**src/logic/lsu_pkg.sv**
```systemverilog
// --------------------
// shared widths, operation codes and exception causes
// for the load/store unit, plus the memory data word union
// --------------------
`default_nettype none

package lsu_pkg;

    // --------------------
    // widths
    // --------------------
    localparam int unsigned XLEN          = 64;
    localparam int unsigned VLEN          = 39;
    localparam int unsigned PLEN          = 56;
    localparam int unsigned SV            = 39;
    localparam int unsigned TRANS_ID_BITS = 3;
    localparam int unsigned BE_W          = XLEN / 8;
    localparam int unsigned OP_W          = 4;
    localparam int unsigned CAUSE_W       = 6;

    // --------------------
    // operation codes
    // --------------------
    // bit 3 store, bits 1:0 size, bit 2 zero-extend on loads
    localparam logic [OP_W-1:0] LB  = 4'd0;
    localparam logic [OP_W-1:0] LH  = 4'd1;
    localparam logic [OP_W-1:0] LW  = 4'd2;
    localparam logic [OP_W-1:0] LD  = 4'd3;
    localparam logic [OP_W-1:0] LBU = 4'd4;
    localparam logic [OP_W-1:0] LHU = 4'd5;
    localparam logic [OP_W-1:0] LWU = 4'd6;
    localparam logic [OP_W-1:0] SB  = 4'd8;
    localparam logic [OP_W-1:0] SH  = 4'd9;
    localparam logic [OP_W-1:0] SW  = 4'd10;
    localparam logic [OP_W-1:0] SD  = 4'd11;

    // --------------------
    // exception causes
    // --------------------
    localparam logic [CAUSE_W-1:0] LD_ADDR_MISALIGNED = 6'd4;
    localparam logic [CAUSE_W-1:0] LD_ACCESS_FAULT    = 6'd5;
    localparam logic [CAUSE_W-1:0] ST_ADDR_MISALIGNED = 6'd6;
    localparam logic [CAUSE_W-1:0] ST_ACCESS_FAULT    = 6'd7;

    // memory word seen whole or as byte lanes
    typedef union packed {
        logic [XLEN-1:0]          dword;
        logic [BE_W-1:0][7:0]     bytes;
    } data_word_u;

endpackage

`default_nettype wire

```
**src/logic/address_gen.sv**
```systemverilog
// --------------------
// address generation: base plus immediate, Sv39 canonical check,
// byte enables and the stage-1 request register
// --------------------
`default_nettype none

module address_gen (
    input  logic                                clk_i,
    input  logic                                rst_ni,
    input  logic                                flush_i,
    input  logic                                fu_valid_i,
    input  logic [lsu_pkg::OP_W-1:0]            fu_op_i,
    input  logic [lsu_pkg::XLEN-1:0]            fu_operand_a_i,
    input  logic [lsu_pkg::XLEN-1:0]            fu_imm_i,
    input  logic [lsu_pkg::XLEN-1:0]            fu_operand_b_i,
    input  logic [lsu_pkg::TRANS_ID_BITS-1:0]   fu_trans_id_i,
    output logic                                s1_valid_o,
    output logic [lsu_pkg::OP_W-1:0]            s1_op_o,
    output logic [lsu_pkg::VLEN-1:0]            s1_vaddr_o,
    output logic                                s1_overflow_o,
    output logic [lsu_pkg::BE_W-1:0]            s1_be_o,
    output logic [lsu_pkg::XLEN-1:0]            s1_wdata_o,
    output logic [lsu_pkg::TRANS_ID_BITS-1:0]   s1_trans_id_o
);

    logic [lsu_pkg::XLEN-1:0]         vaddr_xlen;
    logic [lsu_pkg::XLEN-lsu_pkg::SV:0] upper_bits;
    logic                             overflow;
    logic [lsu_pkg::BE_W-1:0]         size_mask;
    logic [lsu_pkg::BE_W-1:0]         be;

    // --------------------
    // AGU
    // --------------------
    assign vaddr_xlen = fu_operand_a_i + fu_imm_i;

    // bits from SV-1 upward must all match
    assign upper_bits = vaddr_xlen[lsu_pkg::XLEN-1:lsu_pkg::SV-1];
    assign overflow   = !((&upper_bits) || !(|upper_bits));

    // lanes covered by the transfer size
    always_comb begin
        case (fu_op_i[1:0])
            2'd0:    size_mask = 8'h01;
            2'd1:    size_mask = 8'h03;
            2'd2:    size_mask = 8'h0f;
            default: size_mask = 8'hff;
        endcase
    end

    assign be = size_mask << vaddr_xlen[2:0];

    // --------------------
    // stage-1 register
    // --------------------
    always_ff @(posedge clk_i or negedge rst_ni) begin
        if (!rst_ni) begin
            s1_valid_o <= 1'b0;
        end else begin
            s1_valid_o <= fu_valid_i && !flush_i;
        end
    end

    always_ff @(posedge clk_i) begin
        s1_op_o       <= fu_op_i;
        s1_vaddr_o    <= vaddr_xlen[lsu_pkg::VLEN-1:0];
        s1_overflow_o <= overflow;
        s1_be_o       <= be;
        s1_wdata_o    <= fu_operand_b_i;
        s1_trans_id_o <= fu_trans_id_i;
    end

    // no holes or codes past SD reach the pipe
    a_legal_op: assert property (@(posedge clk_i) disable iff (!rst_ni)
        fu_valid_i |-> (fu_op_i != 4'd7 && fu_op_i <= lsu_pkg::SD));

endmodule

`default_nettype wire

```
**src/logic/bare_mmu.sv**
```systemverilog
// --------------------
// misaligned and access-fault detection with identity
// translation, registered into stage 2
// --------------------
`default_nettype none

module bare_mmu (
    input  logic                                clk_i,
    input  logic                                rst_ni,
    input  logic                                flush_i,
    input  logic                                en_ld_st_translation_i,
    input  logic                                s1_valid_i,
    input  logic [lsu_pkg::OP_W-1:0]            s1_op_i,
    input  logic [lsu_pkg::VLEN-1:0]            s1_vaddr_i,
    input  logic                                s1_overflow_i,
    input  logic [lsu_pkg::BE_W-1:0]            s1_be_i,
    input  logic [lsu_pkg::XLEN-1:0]            s1_wdata_i,
    input  logic [lsu_pkg::TRANS_ID_BITS-1:0]   s1_trans_id_i,
    output logic                                s2_valid_o,
    output logic [lsu_pkg::OP_W-1:0]            s2_op_o,
    output logic [lsu_pkg::PLEN-1:0]            s2_paddr_o,
    output logic [lsu_pkg::BE_W-1:0]            s2_be_o,
    output logic [lsu_pkg::XLEN-1:0]            s2_wdata_o,
    output logic [lsu_pkg::TRANS_ID_BITS-1:0]   s2_trans_id_o,
    output logic                                s2_ex_valid_o,
    output logic [lsu_pkg::CAUSE_W-1:0]         s2_ex_cause_o,
    output logic [lsu_pkg::XLEN-1:0]            s2_ex_tval_o
);

    logic                          is_store;
    logic                          misaligned;
    logic                          ex_valid;
    logic [lsu_pkg::CAUSE_W-1:0]   ex_cause;

    assign is_store = s1_op_i[lsu_pkg::OP_W-1];

    // --------------------
    // exception detection
    // --------------------
    always_comb begin
        case (s1_op_i[1:0])
            2'd1:    misaligned = s1_vaddr_i[0];
            2'd2:    misaligned = |s1_vaddr_i[1:0];
            2'd3:    misaligned = |s1_vaddr_i[2:0];
            default: misaligned = 1'b0;
        endcase
    end

    always_comb begin
        ex_valid = 1'b0;
        ex_cause = '0;
        if (misaligned) begin
            ex_valid = 1'b1;
            ex_cause = is_store ? lsu_pkg::ST_ADDR_MISALIGNED : lsu_pkg::LD_ADDR_MISALIGNED;
        end
        // a non-canonical address outranks misalignment
        if (en_ld_st_translation_i && s1_overflow_i) begin
            ex_valid = 1'b1;
            ex_cause = is_store ? lsu_pkg::ST_ACCESS_FAULT : lsu_pkg::LD_ACCESS_FAULT;
        end
    end

    // --------------------
    // stage-2 register
    // --------------------
    always_ff @(posedge clk_i or negedge rst_ni) begin
        if (!rst_ni) begin
            s2_valid_o    <= 1'b0;
            s2_ex_valid_o <= 1'b0;
        end else begin
            s2_valid_o    <= s1_valid_i && !flush_i;
            s2_ex_valid_o <= s1_valid_i && ex_valid && !flush_i;
        end
    end

    // identity mapping, physical address is the zero-extended vaddr
    always_ff @(posedge clk_i) begin
        s2_op_o       <= s1_op_i;
        s2_paddr_o    <= {{(lsu_pkg::PLEN-lsu_pkg::VLEN){1'b0}}, s1_vaddr_i};
        s2_be_o       <= s1_be_i;
        s2_wdata_o    <= s1_wdata_i;
        s2_trans_id_o <= s1_trans_id_i;
        s2_ex_cause_o <= ex_cause;
        s2_ex_tval_o  <= {{(lsu_pkg::XLEN-lsu_pkg::VLEN){1'b0}}, s1_vaddr_i};
    end

    // a clean op keeps all lanes of its size inside the double word
    a_clean_lanes_fit: assert property (@(posedge clk_i) disable iff (!rst_ni)
        (s2_valid_o && !s2_ex_valid_o) |-> ($countones(s2_be_o) == (1 << s2_op_o[1:0])));

endmodule

`default_nettype wire

```
**src/logic/load_unit.sv**
```systemverilog
// --------------------
// load path: memory request, one pending-load register,
// lane selection and sign or zero extension
// --------------------
`default_nettype none

module load_unit (
    input  logic                                clk_i,
    input  logic                                rst_ni,
    input  logic                                flush_i,
    input  logic                                s2_valid_i,
    input  logic [lsu_pkg::OP_W-1:0]            s2_op_i,
    input  logic [lsu_pkg::PLEN-1:0]            s2_paddr_i,
    input  logic [lsu_pkg::TRANS_ID_BITS-1:0]   s2_trans_id_i,
    input  logic                                s2_ex_valid_i,
    input  logic [lsu_pkg::CAUSE_W-1:0]         s2_ex_cause_i,
    input  logic [lsu_pkg::XLEN-1:0]            s2_ex_tval_i,
    input  logic [lsu_pkg::XLEN-1:0]            ld_mem_rdata_i,
    output logic                                ld_mem_req_o,
    output logic [lsu_pkg::PLEN-1:0]            ld_mem_addr_o,
    output logic                                load_valid_o,
    output logic [lsu_pkg::TRANS_ID_BITS-1:0]   load_trans_id_o,
    output logic [lsu_pkg::XLEN-1:0]            load_result_o,
    output logic                                load_ex_valid_o,
    output logic [lsu_pkg::CAUSE_W-1:0]         load_ex_cause_o,
    output logic [lsu_pkg::XLEN-1:0]            load_ex_tval_o
);

    logic                                is_load;
    logic                                pend_valid;
    logic                                pend_ex_valid;
    logic [lsu_pkg::TRANS_ID_BITS-1:0]   pend_trans_id;
    logic [2:0]                          pend_offset;
    logic [lsu_pkg::OP_W-1:0]            pend_op;
    logic [lsu_pkg::CAUSE_W-1:0]         pend_cause;
    logic [lsu_pkg::XLEN-1:0]            pend_tval;
    lsu_pkg::data_word_u                 lanes;
    logic [lsu_pkg::XLEN-1:0]            extended;

    // --------------------
    // request
    // --------------------
    assign is_load       = s2_valid_i && !s2_op_i[lsu_pkg::OP_W-1];
    assign ld_mem_req_o  = is_load && !s2_ex_valid_i;
    assign ld_mem_addr_o = {s2_paddr_i[lsu_pkg::PLEN-1:3], 3'b000};

    // --------------------
    // pending load
    // --------------------
    always_ff @(posedge clk_i or negedge rst_ni) begin
        if (!rst_ni) begin
            pend_valid    <= 1'b0;
            pend_ex_valid <= 1'b0;
        end else begin
            pend_valid    <= is_load && !flush_i;
            pend_ex_valid <= is_load && s2_ex_valid_i && !flush_i;
        end
    end

    always_ff @(posedge clk_i) begin
        pend_trans_id <= s2_trans_id_i;
        pend_offset   <= s2_paddr_i[2:0];
        pend_op       <= s2_op_i;
        pend_cause    <= s2_ex_cause_i;
        pend_tval     <= s2_ex_tval_i;
    end

    // --------------------
    // result
    // --------------------
    // addressed byte moved down to lane 0
    assign lanes = ld_mem_rdata_i >> {pend_offset, 3'b000};

    always_comb begin
        case (pend_op)
            lsu_pkg::LB:  extended = {{56{lanes.bytes[0][7]}}, lanes.bytes[0]};
            lsu_pkg::LBU: extended = {56'd0, lanes.bytes[0]};
            lsu_pkg::LH:  extended = {{48{lanes.bytes[1][7]}}, lanes.bytes[1], lanes.bytes[0]};
            lsu_pkg::LHU: extended = {48'd0, lanes.bytes[1], lanes.bytes[0]};
            lsu_pkg::LW:  extended = {{32{lanes.bytes[3][7]}}, lanes.dword[31:0]};
            lsu_pkg::LWU: extended = {32'd0, lanes.dword[31:0]};
            default:      extended = lanes.dword;
        endcase
    end

    assign load_valid_o    = pend_valid;
    assign load_trans_id_o = pend_trans_id;
    assign load_result_o   = pend_ex_valid ? '0 : extended;
    assign load_ex_valid_o = pend_ex_valid;
    assign load_ex_cause_o = pend_cause;
    assign load_ex_tval_o  = pend_tval;

    // an issued read is a load whose bytes all sit in the returned word
    a_req_in_word: assert property (@(posedge clk_i) disable iff (!rst_ni)
        ld_mem_req_o |-> (!s2_op_i[lsu_pkg::OP_W-1]
            && (int'(s2_paddr_i[2:0]) + (1 << s2_op_i[1:0]) <= 8)));

endmodule

`default_nettype wire

```
**src/logic/store_unit.sv**
```systemverilog
// --------------------
// store path: lane shift, memory write and completion
// --------------------
`default_nettype none

module store_unit (
    input  logic                                s2_valid_i,
    input  logic [lsu_pkg::OP_W-1:0]            s2_op_i,
    input  logic [lsu_pkg::PLEN-1:0]            s2_paddr_i,
    input  logic [lsu_pkg::BE_W-1:0]            s2_be_i,
    input  logic [lsu_pkg::XLEN-1:0]            s2_wdata_i,
    input  logic [lsu_pkg::TRANS_ID_BITS-1:0]   s2_trans_id_i,
    input  logic                                s2_ex_valid_i,
    input  logic [lsu_pkg::CAUSE_W-1:0]         s2_ex_cause_i,
    input  logic [lsu_pkg::XLEN-1:0]            s2_ex_tval_i,
    output logic                                st_mem_req_o,
    output logic [lsu_pkg::PLEN-1:0]            st_mem_addr_o,
    output logic [lsu_pkg::XLEN-1:0]            st_mem_wdata_o,
    output logic [lsu_pkg::BE_W-1:0]            st_mem_be_o,
    output logic                                store_valid_o,
    output logic [lsu_pkg::TRANS_ID_BITS-1:0]   store_trans_id_o,
    output logic                                store_ex_valid_o,
    output logic [lsu_pkg::CAUSE_W-1:0]         store_ex_cause_o,
    output logic [lsu_pkg::XLEN-1:0]            store_ex_tval_o
);

    logic                  is_store;
    lsu_pkg::data_word_u   src;
    lsu_pkg::data_word_u   lanes;

    assign is_store  = s2_valid_i && s2_op_i[lsu_pkg::OP_W-1];
    assign src.dword = s2_wdata_i;

    // byte i of operand_b goes to lane offset+i
    always_comb begin
        lanes = '0;
        for (int i = 0; i < lsu_pkg::BE_W; i++) begin
            if (i >= int'(s2_paddr_i[2:0])) begin
                lanes.bytes[i] = src.bytes[i - int'(s2_paddr_i[2:0])];
            end
        end
    end

    // --------------------
    // memory write
    // --------------------
    assign st_mem_req_o   = is_store && !s2_ex_valid_i;
    assign st_mem_addr_o  = {s2_paddr_i[lsu_pkg::PLEN-1:3], 3'b000};
    assign st_mem_wdata_o = lanes.dword;
    assign st_mem_be_o    = s2_be_i;

    // completion in the same cycle
    assign store_valid_o    = is_store;
    assign store_trans_id_o = s2_trans_id_i;
    assign store_ex_valid_o = is_store && s2_ex_valid_i;
    assign store_ex_cause_o = s2_ex_cause_i;
    assign store_ex_tval_o  = s2_ex_tval_i;

    always_comb begin
        if (st_mem_req_o) begin
            a_be_nonzero: assert (st_mem_be_o != '0);
        end
    end

endmodule

`default_nettype wire

```
**src/logic/load_store_unit.sv**
```systemverilog
// --------------------
// load/store unit top: AGU, bare MMU, load and store units
// --------------------
`default_nettype none

module load_store_unit (
    input  logic                                clk_i,
    input  logic                                rst_ni,
    input  logic                                flush_i,
    input  logic                                en_ld_st_translation_i,
    input  logic                                fu_valid_i,
    input  logic [lsu_pkg::OP_W-1:0]            fu_op_i,
    input  logic [lsu_pkg::XLEN-1:0]            fu_operand_a_i,
    input  logic [lsu_pkg::XLEN-1:0]            fu_imm_i,
    input  logic [lsu_pkg::XLEN-1:0]            fu_operand_b_i,
    input  logic [lsu_pkg::TRANS_ID_BITS-1:0]   fu_trans_id_i,
    // load memory port
    output logic                                ld_mem_req_o,
    output logic [lsu_pkg::PLEN-1:0]            ld_mem_addr_o,
    input  logic [lsu_pkg::XLEN-1:0]            ld_mem_rdata_i,
    // store memory port
    output logic                                st_mem_req_o,
    output logic [lsu_pkg::PLEN-1:0]            st_mem_addr_o,
    output logic [lsu_pkg::XLEN-1:0]            st_mem_wdata_o,
    output logic [lsu_pkg::BE_W-1:0]            st_mem_be_o,
    // load results
    output logic                                load_valid_o,
    output logic [lsu_pkg::TRANS_ID_BITS-1:0]   load_trans_id_o,
    output logic [lsu_pkg::XLEN-1:0]            load_result_o,
    output logic                                load_ex_valid_o,
    output logic [lsu_pkg::CAUSE_W-1:0]         load_ex_cause_o,
    output logic [lsu_pkg::XLEN-1:0]            load_ex_tval_o,
    // store results
    output logic                                store_valid_o,
    output logic [lsu_pkg::TRANS_ID_BITS-1:0]   store_trans_id_o,
    output logic                                store_ex_valid_o,
    output logic [lsu_pkg::CAUSE_W-1:0]         store_ex_cause_o,
    output logic [lsu_pkg::XLEN-1:0]            store_ex_tval_o
);

    logic                                s1_valid;
    logic [lsu_pkg::OP_W-1:0]            s1_op;
    logic [lsu_pkg::VLEN-1:0]            s1_vaddr;
    logic                                s1_overflow;
    logic [lsu_pkg::BE_W-1:0]            s1_be;
    logic [lsu_pkg::XLEN-1:0]            s1_wdata;
    logic [lsu_pkg::TRANS_ID_BITS-1:0]   s1_trans_id;

    logic                                s2_valid;
    logic [lsu_pkg::OP_W-1:0]            s2_op;
    logic [lsu_pkg::PLEN-1:0]            s2_paddr;
    logic [lsu_pkg::BE_W-1:0]            s2_be;
    logic [lsu_pkg::XLEN-1:0]            s2_wdata;
    logic [lsu_pkg::TRANS_ID_BITS-1:0]   s2_trans_id;
    logic                                s2_ex_valid;
    logic [lsu_pkg::CAUSE_W-1:0]         s2_ex_cause;
    logic [lsu_pkg::XLEN-1:0]            s2_ex_tval;

    address_gen u_address_gen (
        .clk_i, .rst_ni, .flush_i,
        .fu_valid_i, .fu_op_i, .fu_operand_a_i, .fu_imm_i, .fu_operand_b_i, .fu_trans_id_i,
        .s1_valid_o    (s1_valid),
        .s1_op_o       (s1_op),
        .s1_vaddr_o    (s1_vaddr),
        .s1_overflow_o (s1_overflow),
        .s1_be_o       (s1_be),
        .s1_wdata_o    (s1_wdata),
        .s1_trans_id_o (s1_trans_id)
    );

    bare_mmu u_bare_mmu (
        .clk_i, .rst_ni, .flush_i, .en_ld_st_translation_i,
        .s1_valid_i    (s1_valid),
        .s1_op_i       (s1_op),
        .s1_vaddr_i    (s1_vaddr),
        .s1_overflow_i (s1_overflow),
        .s1_be_i       (s1_be),
        .s1_wdata_i    (s1_wdata),
        .s1_trans_id_i (s1_trans_id),
        .s2_valid_o    (s2_valid),
        .s2_op_o       (s2_op),
        .s2_paddr_o    (s2_paddr),
        .s2_be_o       (s2_be),
        .s2_wdata_o    (s2_wdata),
        .s2_trans_id_o (s2_trans_id),
        .s2_ex_valid_o (s2_ex_valid),
        .s2_ex_cause_o (s2_ex_cause),
        .s2_ex_tval_o  (s2_ex_tval)
    );

    // both units see stage 2 and keep their own ops
    load_unit u_load_unit (
        .clk_i, .rst_ni, .flush_i,
        .s2_valid_i    (s2_valid),
        .s2_op_i       (s2_op),
        .s2_paddr_i    (s2_paddr),
        .s2_trans_id_i (s2_trans_id),
        .s2_ex_valid_i (s2_ex_valid),
        .s2_ex_cause_i (s2_ex_cause),
        .s2_ex_tval_i  (s2_ex_tval),
        .ld_mem_rdata_i, .ld_mem_req_o, .ld_mem_addr_o,
        .load_valid_o, .load_trans_id_o, .load_result_o,
        .load_ex_valid_o, .load_ex_cause_o, .load_ex_tval_o
    );

    store_unit u_store_unit (
        .s2_valid_i    (s2_valid),
        .s2_op_i       (s2_op),
        .s2_paddr_i    (s2_paddr),
        .s2_be_i       (s2_be),
        .s2_wdata_i    (s2_wdata),
        .s2_trans_id_i (s2_trans_id),
        .s2_ex_valid_i (s2_ex_valid),
        .s2_ex_cause_i (s2_ex_cause),
        .s2_ex_tval_i  (s2_ex_tval),
        .st_mem_req_o, .st_mem_addr_o, .st_mem_wdata_o, .st_mem_be_o,
        .store_valid_o, .store_trans_id_o,
        .store_ex_valid_o, .store_ex_cause_o, .store_ex_tval_o
    );

endmodule

`default_nettype wire

```
**config.mk**
```make
export PLATFORM = sky130hd
export DESIGN_NAME = load_store_unit
export DESIGN_NICKNAME = d
export VERILOG_FILES = /design/src/logic/lsu_pkg.sv /design/src/logic/address_gen.sv /design/src/logic/bare_mmu.sv /design/src/logic/load_unit.sv /design/src/logic/store_unit.sv /design/src/logic/load_store_unit.sv
export SDC_FILE = /design/constraint.sdc
export NUM_CORES = 1
export LEC_CHECK = 0
export BUFFER_PORTS_ARGS = -buffer_cell sky130_fd_sc_hd__buf_4
export CAP_MARGIN = 20
export CORE_AREA = 2 2 263 265
export DETAILED_ROUTE_END_ITERATION = 16
export DIE_AREA = 0 0 265 267
export PLACE_DENSITY = 0.56
export SLEW_MARGIN = 40
export SYNTH_ARGS = -nofsm -noshare
export SYNTH_HDL_FRONTEND = slang
export SYNTH_SLANG_ARGS = --single-unit
```
**constraint.sdc**
```tcl
create_clock -name clk_i -period 7.4 [get_ports clk_i]
set_input_delay 1.48 -clock clk_i [delete_from_list [all_inputs] [get_ports clk_i]]
set_output_delay 1.48 -clock clk_i [all_outputs]
set_load 0.01 [all_outputs]
```
==> results of run 1 <==
[state kept, by name (all words and copies together) (netlist names)]
| name | flops |
|---|---|
| u_address_gen.s1_be_o | 8 |
| u_address_gen.s1_valid_o | 1 |
| u_load_unit.pend_offset | 2 |
| u_bare_mmu.s2_ex_cause_o | 3 |
| u_address_gen.s1_wdata_o | 64 |
| u_load_unit.load_trans_id_o | 3 |
| u_load_unit.load_ex_tval_o | 37 |
| u_bare_mmu.s2_ex_valid_o | 1 |
| u_bare_mmu.s2_be_o | 8 |
| u_load_unit.pend_op | 4 |
| u_address_gen.s1_trans_id_o | 3 |
| u_load_unit.load_ex_cause_o | 3 |
| u_bare_mmu.s2_valid_o | 1 |
| u_load_unit.load_ex_valid_o | 1 |
| u_address_gen.s1_overflow_o | 1 |
| u_bare_mmu.s2_trans_id_o | 3 |
| u_load_unit.load_valid_o | 1 |
| u_address_gen.s1_op_o | 4 |
| u_bare_mmu.s2_op_o | 4 |
| u_bare_mmu.s2_wdata_o | 64 |
| u_bare_mmu.s2_ex_tval_o | 39 |
| u_address_gen.s1_vaddr_o | 39 |
[through the flow]
step,cell area (um^2),utilization
final,22000,0.323
after global routing,22000,0.323
after CTS,22000,0.323
after detailed placement,20600,0.304
after global placement,20600,0.303
after floorplan,16800,-
[cell usage in the layout (no fill, tap or decap), drive strengths merged, types with 38 or more instances in the layout]
| master | n |
|---|---|
| xnor2 | 38 |
| nand2 | 133 |
| conb | 96 |
| ha | 74 |
| nor2 | 183 |
| a21oi | 184 |
| o21ai | 81 |
| buf | 582 |
| clkbuf | 46 |
| dfxtp | 289 |
| mux2i | 81 |
| mux4 | 64 |
[synth_stat cells, types with 23 or more instances]
cell type / instances
dfxtp_1: 289
a21oi_1: 183
nor2_1: 183
buf_4: 171
nand2_1: 132
mux2i_1: 81
ha_1: 74
o21ai_0: 74
mux4_2: 64
clkbuf_1: 55
xnor2_1: 38
nor2b_1: 32
nand4_1: 31
inv_1: 27
mux2_2: 25
buf_1: 24
buf_2: 23
[power breakdown]
part | internal, uW | leakage, uW | switching (uW)
sequential | 1800 | 0.00251 | 153
clock | 1190 | 0.000642 | 743
combinational | 1010 | 0.00679 | 1170
total | 4000 | 0.00994 | 2060
[routing by layer]
metal | GRT usage | routed length, um
met4 | 0.0695 | 2430
met1 | 0.199 | 25400
met2 | 0.302 | 31800
met3 | 0.0304 | 4060
met5 | 0 | 0
[kinds of logic after synthesis]
family,Yosys count,synth area share
simple gates,493,0.142
compound gates,397,0.147
fa+ha+maj,75,0.0574
other cells,1,0.000227
flops,294,0.358
buf+inv,303,0.110
mux,170,0.154
xor+xnor,59,0.0313
[worst paths after layout]
check | to | slack, ns | cells past startpoint
max reg2reg | u_load_unit.pend_offset[1] | 6.25 | 1
min in group asynchronous | u_load_unit.load_valid_o | 0.74 | 1
max | load_result_o[54] | 1.65 | 13
min reg2reg | u_bare_mmu.s2_be_o[4] | 0.30 | 0
min | u_bare_mmu.s2_be_o[4] | 0.30 | 0
max in group asynchronous | u_address_gen.s1_valid_o | 6.55 | 1
[layout make-up]
cell class,count,area share
diodes,1,0.000114
multi-input cells,1290,0.416
flip-flops and latches,294,0.269
clock inverters,19,0.0145
repair buffers,582,0.199
inverters,28,0.00478
clock buffers,46,0.0455
well taps,882,0.0502
==> impl_metrics.toml, run 1 <==
[synth]
synth_warnings = 0
synth_edf_count = 0
synth_area_leaders = "dfxtp_1 35%, mux4_2 8.7%, buf_4 7.8%, ha_1 5.6%, a21oi_1 5.6%"
synth_seq_cells = 294
post_synth.cell_area_avg_um2 = 9.20
synth.distinct_cells = 83
synth_top_area_frac = 0.351
synthArstFlopShare = 0.0170
synth_area_um2 = 16500
synth_top_cell_by_area = "dfxtp_1"
synth_cells = 1792
ys_seq_area_frac = 0.358
ys.flop_type = "dfxtp_1"

[clock_network]
htreeDepth = 2
clk_latency_ns = 0.56
postCtsHoldBufs = 0
cts_root_buffer = "clkbuf_16"
cts_tree = "done"
path_clk_slew_ns = 0.06
numCtsBuffers = 37
cts_setup_buffers = 0
clock_path_buffers = 3
cts_sinks = 294
cts_resized = 0

[timing]
hold_violations = 0
skew_ns = 0.0324
maxSlewHeadroom = 0.425
rsz0062_at_grt = "false"
drv_slew = 0
tightest_slew_ns = 0.855
timing.final.crit_share = 0.777
finalSetupViolations = 0
whs_ns = 0.303
fin_crit_ns = 5.75
fin_setup_tns_ns = 0
layout_setup_ws_ns = 1.65
fmax_mhz = 174

[run]
max_cap_violations = 0

[setup_path]
critPathRequiredTime_ns = 5.92
crit_fanout = 59
critPathTopFamily = "buffers and inverters"
startpoint = "u_load_unit.pend_offset[1]"
critPathLaunchType = "flop"
cp-end-kind = "output pin"
critPathKind = "reg2out"
crit_chain = "buf_4 -> mux2_2 -> nor2_1 -> a21oi_1 -> a21oi_1 -> nor2_1 -> a21oi_1 -> or3_1 -> nand2_1 -> o21bai_2 -> buf_4 -> nor2_1 -> buf_4"
crit_path_max_incr_delay_ns = 0.61
worst-path-buf-inv = 3
cpMaxStageDelayCell = "buf_4"
r2r-start = "u_bare_mmu.s2_ex_tval_o[1]"
arrival_ns = 4.27

[cells_and_area]
fillCellCount = 7140
multi_input_area_um2 = 9150
fin_nets = 2576
fin_cells = 3142
layout-drive-gt1-share = 0.340
register_area_um2 = 5920
area_growth_syn_to_layout_pct = 33.2

[routing]
drc = 0
avgRoutedWirePerCell_um = 20.3
firstDrtPassIters = 5
drt-initial-drc-count = 980
wl_mm = 63.6
avgViaCountPerCell = 4.73
antenna_left = 0
num_vias = 14900

[pwr]
total_power_uw = 6060
p_leak_uw = 0.00994
p_per_area_nw_per_um2 = 276
peakVddDrop_uv = 158

[floorplan]
fp.dieW_um = 265
std_cell_rows = 96
die_h_um = 267
io_pins = 668
core-area_um2 = 68000
die_area_um2 = 70800
start_util = 0.243

[global_routing]
gr-usage-all-layers = 0.169
grt_pass1_vias = 14700
grt_overflow_total = 0
grt_max_degree = 99
antenna_found_initial = 2
grt_pass1_wl_mm = 91.7

[hold_path]
min_from = "u_address_gen.s1_be_o[4]"
hold_path_class = "reg2reg"

[placement]
pre_cts_slack_ns = 1.46
dp.cells = 3076
dp.final_hpwl_mm = 51.1
port_buffers = 571
gp_congestion = 0.914

[run_status]
outcome = "completed"
No activity file was read; power rests on OpenSTA's default activity.
==> inputs of run 2 (changes only) <==
- CORE_AREA: 2 2 263 265 -> 2 2 261 263
- DIE_AREA: 0 0 265 267 -> 0 0 263 265
- PLACE_DENSITY: 0.56 -> 0.58
- clock period: 7.4 -> 5.1 ns (I/O delays scaled with it)
==> run 2 against run 1 <==
Effect of this change:
- setup slack got worse by 1.3 ns
- via count increased by 2.0%
- critical path depth is 2 lower
- critical endpoint is now load_result_o[36]
- largest cell class unchanged
==> impl_metrics.toml, run 2 (same netlist as run 1, synthesis figures left out) <==
[placement]
pre_cts_slack_ns = -0.110
dp.final_hpwl_mm = 52.1
port_buffers = 571
gp_congestion = 0.904

[timing]
hold_violations = 0
rsz0062_at_grt = "false"
skew_ns = 0.0372
finalSetupViolations = 0
whs_ns = 0.282
maxSlewHeadroom = 0.488
timing.final.crit_share = 0.928
fmax_mhz = 211
fin_crit_ns = 4.73
drv_slew = 0
layout_setup_ws_ns = 0.368
tightest_slew_ns = 0.765

[global_routing]
grt_pass1_wl_mm = 92.3
antenna_found_initial = 4
grt_pass1_vias = 15100
grt_max_degree = 83
gr-usage-all-layers = 0.172
grt_overflow_total = 0

[setup_path]
crit_fanout = 25
critPathLaunchType = "flop"
critPathKind = "reg2out"
startpoint = "u_load_unit.pend_offset[1]"
cp-end-kind = "output pin"
r2r-start = "u_address_gen.s1_overflow_o"
arrival_ns = 3.71
critPathRequiredTime_ns = 4.08

[clock_network]
htreeDepth = 2
clk_latency_ns = 0.56
cts_setup_buffers = 0
postCtsHoldBufs = 0
cts_resized = 0
clock_path_buffers = 3
cts_root_buffer = "clkbuf_16"
numCtsBuffers = 36
cts_sinks = 294
path_clk_slew_ns = 0.07
cts_tree = "done"

[cells_and_area]
mostFrequentLayoutCell = "buf_4"
area_growth_syn_to_layout_pct = 36.9
final_cell_mix = "666 x buf_4, 286 x dfxtp_1, 183 x nor2_1"
top_regs = "u_address_gen.s1_wdata_o (64), u_bare_mmu.s2_wdata_o (64)"
fin_nets = 2661
layout-drive-gt1-share = 0.361

[pwr]
p_leak_uw = 0.0103
peakVddDrop_uv = 251
p_per_area_nw_per_um2 = 391

[routing]
avgViaCountPerCell = 4.70
drt-initial-drc-count = 1084
avgRoutedWirePerCell_um = 19.7
wl_mm = 63.5
antenna_left = 0
num_vias = 15100
firstDrtPassIters = 5
drc = 0

[run_status]
outcome = "completed"

[floorplan]
core-area_um2 = 66800
die_area_um2 = 69700
std_cell_rows = 95
start_util = 0.247
die_h_um = 265
fp.dieW_um = 263
io_pins = 668

[hold_path]
hold_path_class = "in2async"

[run]
max_cap_violations = 0
[run 2: cell count changes in the layout (fill, tap and decap cells not counted), moves of 2 or more]
cell	previous run	this run
dfxtp_1	284	286
ha_2	2	0
buf_6	2	0
clkinvlp_4	1	3
clkbuf_8	4	1
dfxtp_2	4	2
buf_4	580	666
ha_1	72	74
[run 2: worst max-delay path, cell delays in order, from the launching register on]
cell and delay [ns]:
dfxtp_2 0.47, buf_4 0.37, nand2b_1 0.36, nor2_1 0.26, a21oi_1 0.31, nor2_1 0.06, o21ai_0 0.14, nand2_1 0.08
o21bai_2 0.56, buf_4 0.29, nor2_1 0.08, buf_4 0.14
[run 2: final timing paths]
path                                                to  slack, ns  depth (start not counted)
min in group clk_i               u_bare_mmu.s2_be_o[0]       0.30                          0
max in group asynchronous  u_load_unit.load_ex_valid_o       4.70                          1
hold reg to reg                  u_bare_mmu.s2_be_o[0]       0.30                          0
setup / recovery                     load_result_o[36]       0.37                         11
setup reg to reg           u_bare_mmu.s2_ex_cause_o[1]       3.84                          3
hold / removal                u_address_gen.s1_valid_o       0.28                          1
[run 2: per-stage QoR]
step,utilization,std cells,setup TNS (ns),total power [uW],cell area [um^2]
2_1_floorplan,-,1887,0,4700,16800
5_1_grt,0.338,3218,0,9270,22600
6_report,0.338,3220,0,8820,22600
4_1_cts,0.338,3218,0,8940,22600
3_5_place_dp,0.319,3153,-0.110,6100,21300
3_3_place_gp,0.318,3153,-0.0558,6090,21300
[run 2: cell type report]
| cell class | count | area (um^2) |
|---|---|---|
| clock buffers | 40 | 916 |
| flip-flops and latches | 294 | 5920 |
| repair buffers | 668 | 5030 |
| clock inverters | 25 | 374 |
| fillers | 6935 | 44200 |
| multi-input cells | 1290 | 9130 |
| well taps | 873 | 1090 |
| diodes | 2 | 5.00 |
| inverters | 28 | 105 |
[run 2: power by group]
part	leakage [uW]	switching (uW)	internal [uW]	total [uW]
Combinational	0.00721	1710	1540	3250
Clock	0.000620	1120	1640	2760
Sequential	0.00250	200	2610	2810
[run 2: layer usage]
layer / vias up / track usage / wire length [um]
met5: - / 0 / 8
met4: 2 / 0.0731 / 2540
met3: 126 / 0.0379 / 4370
met2: 672 / 0.310 / 32000
met1: 7218 / 0.195 / 24600
li1: 7128 / - / -
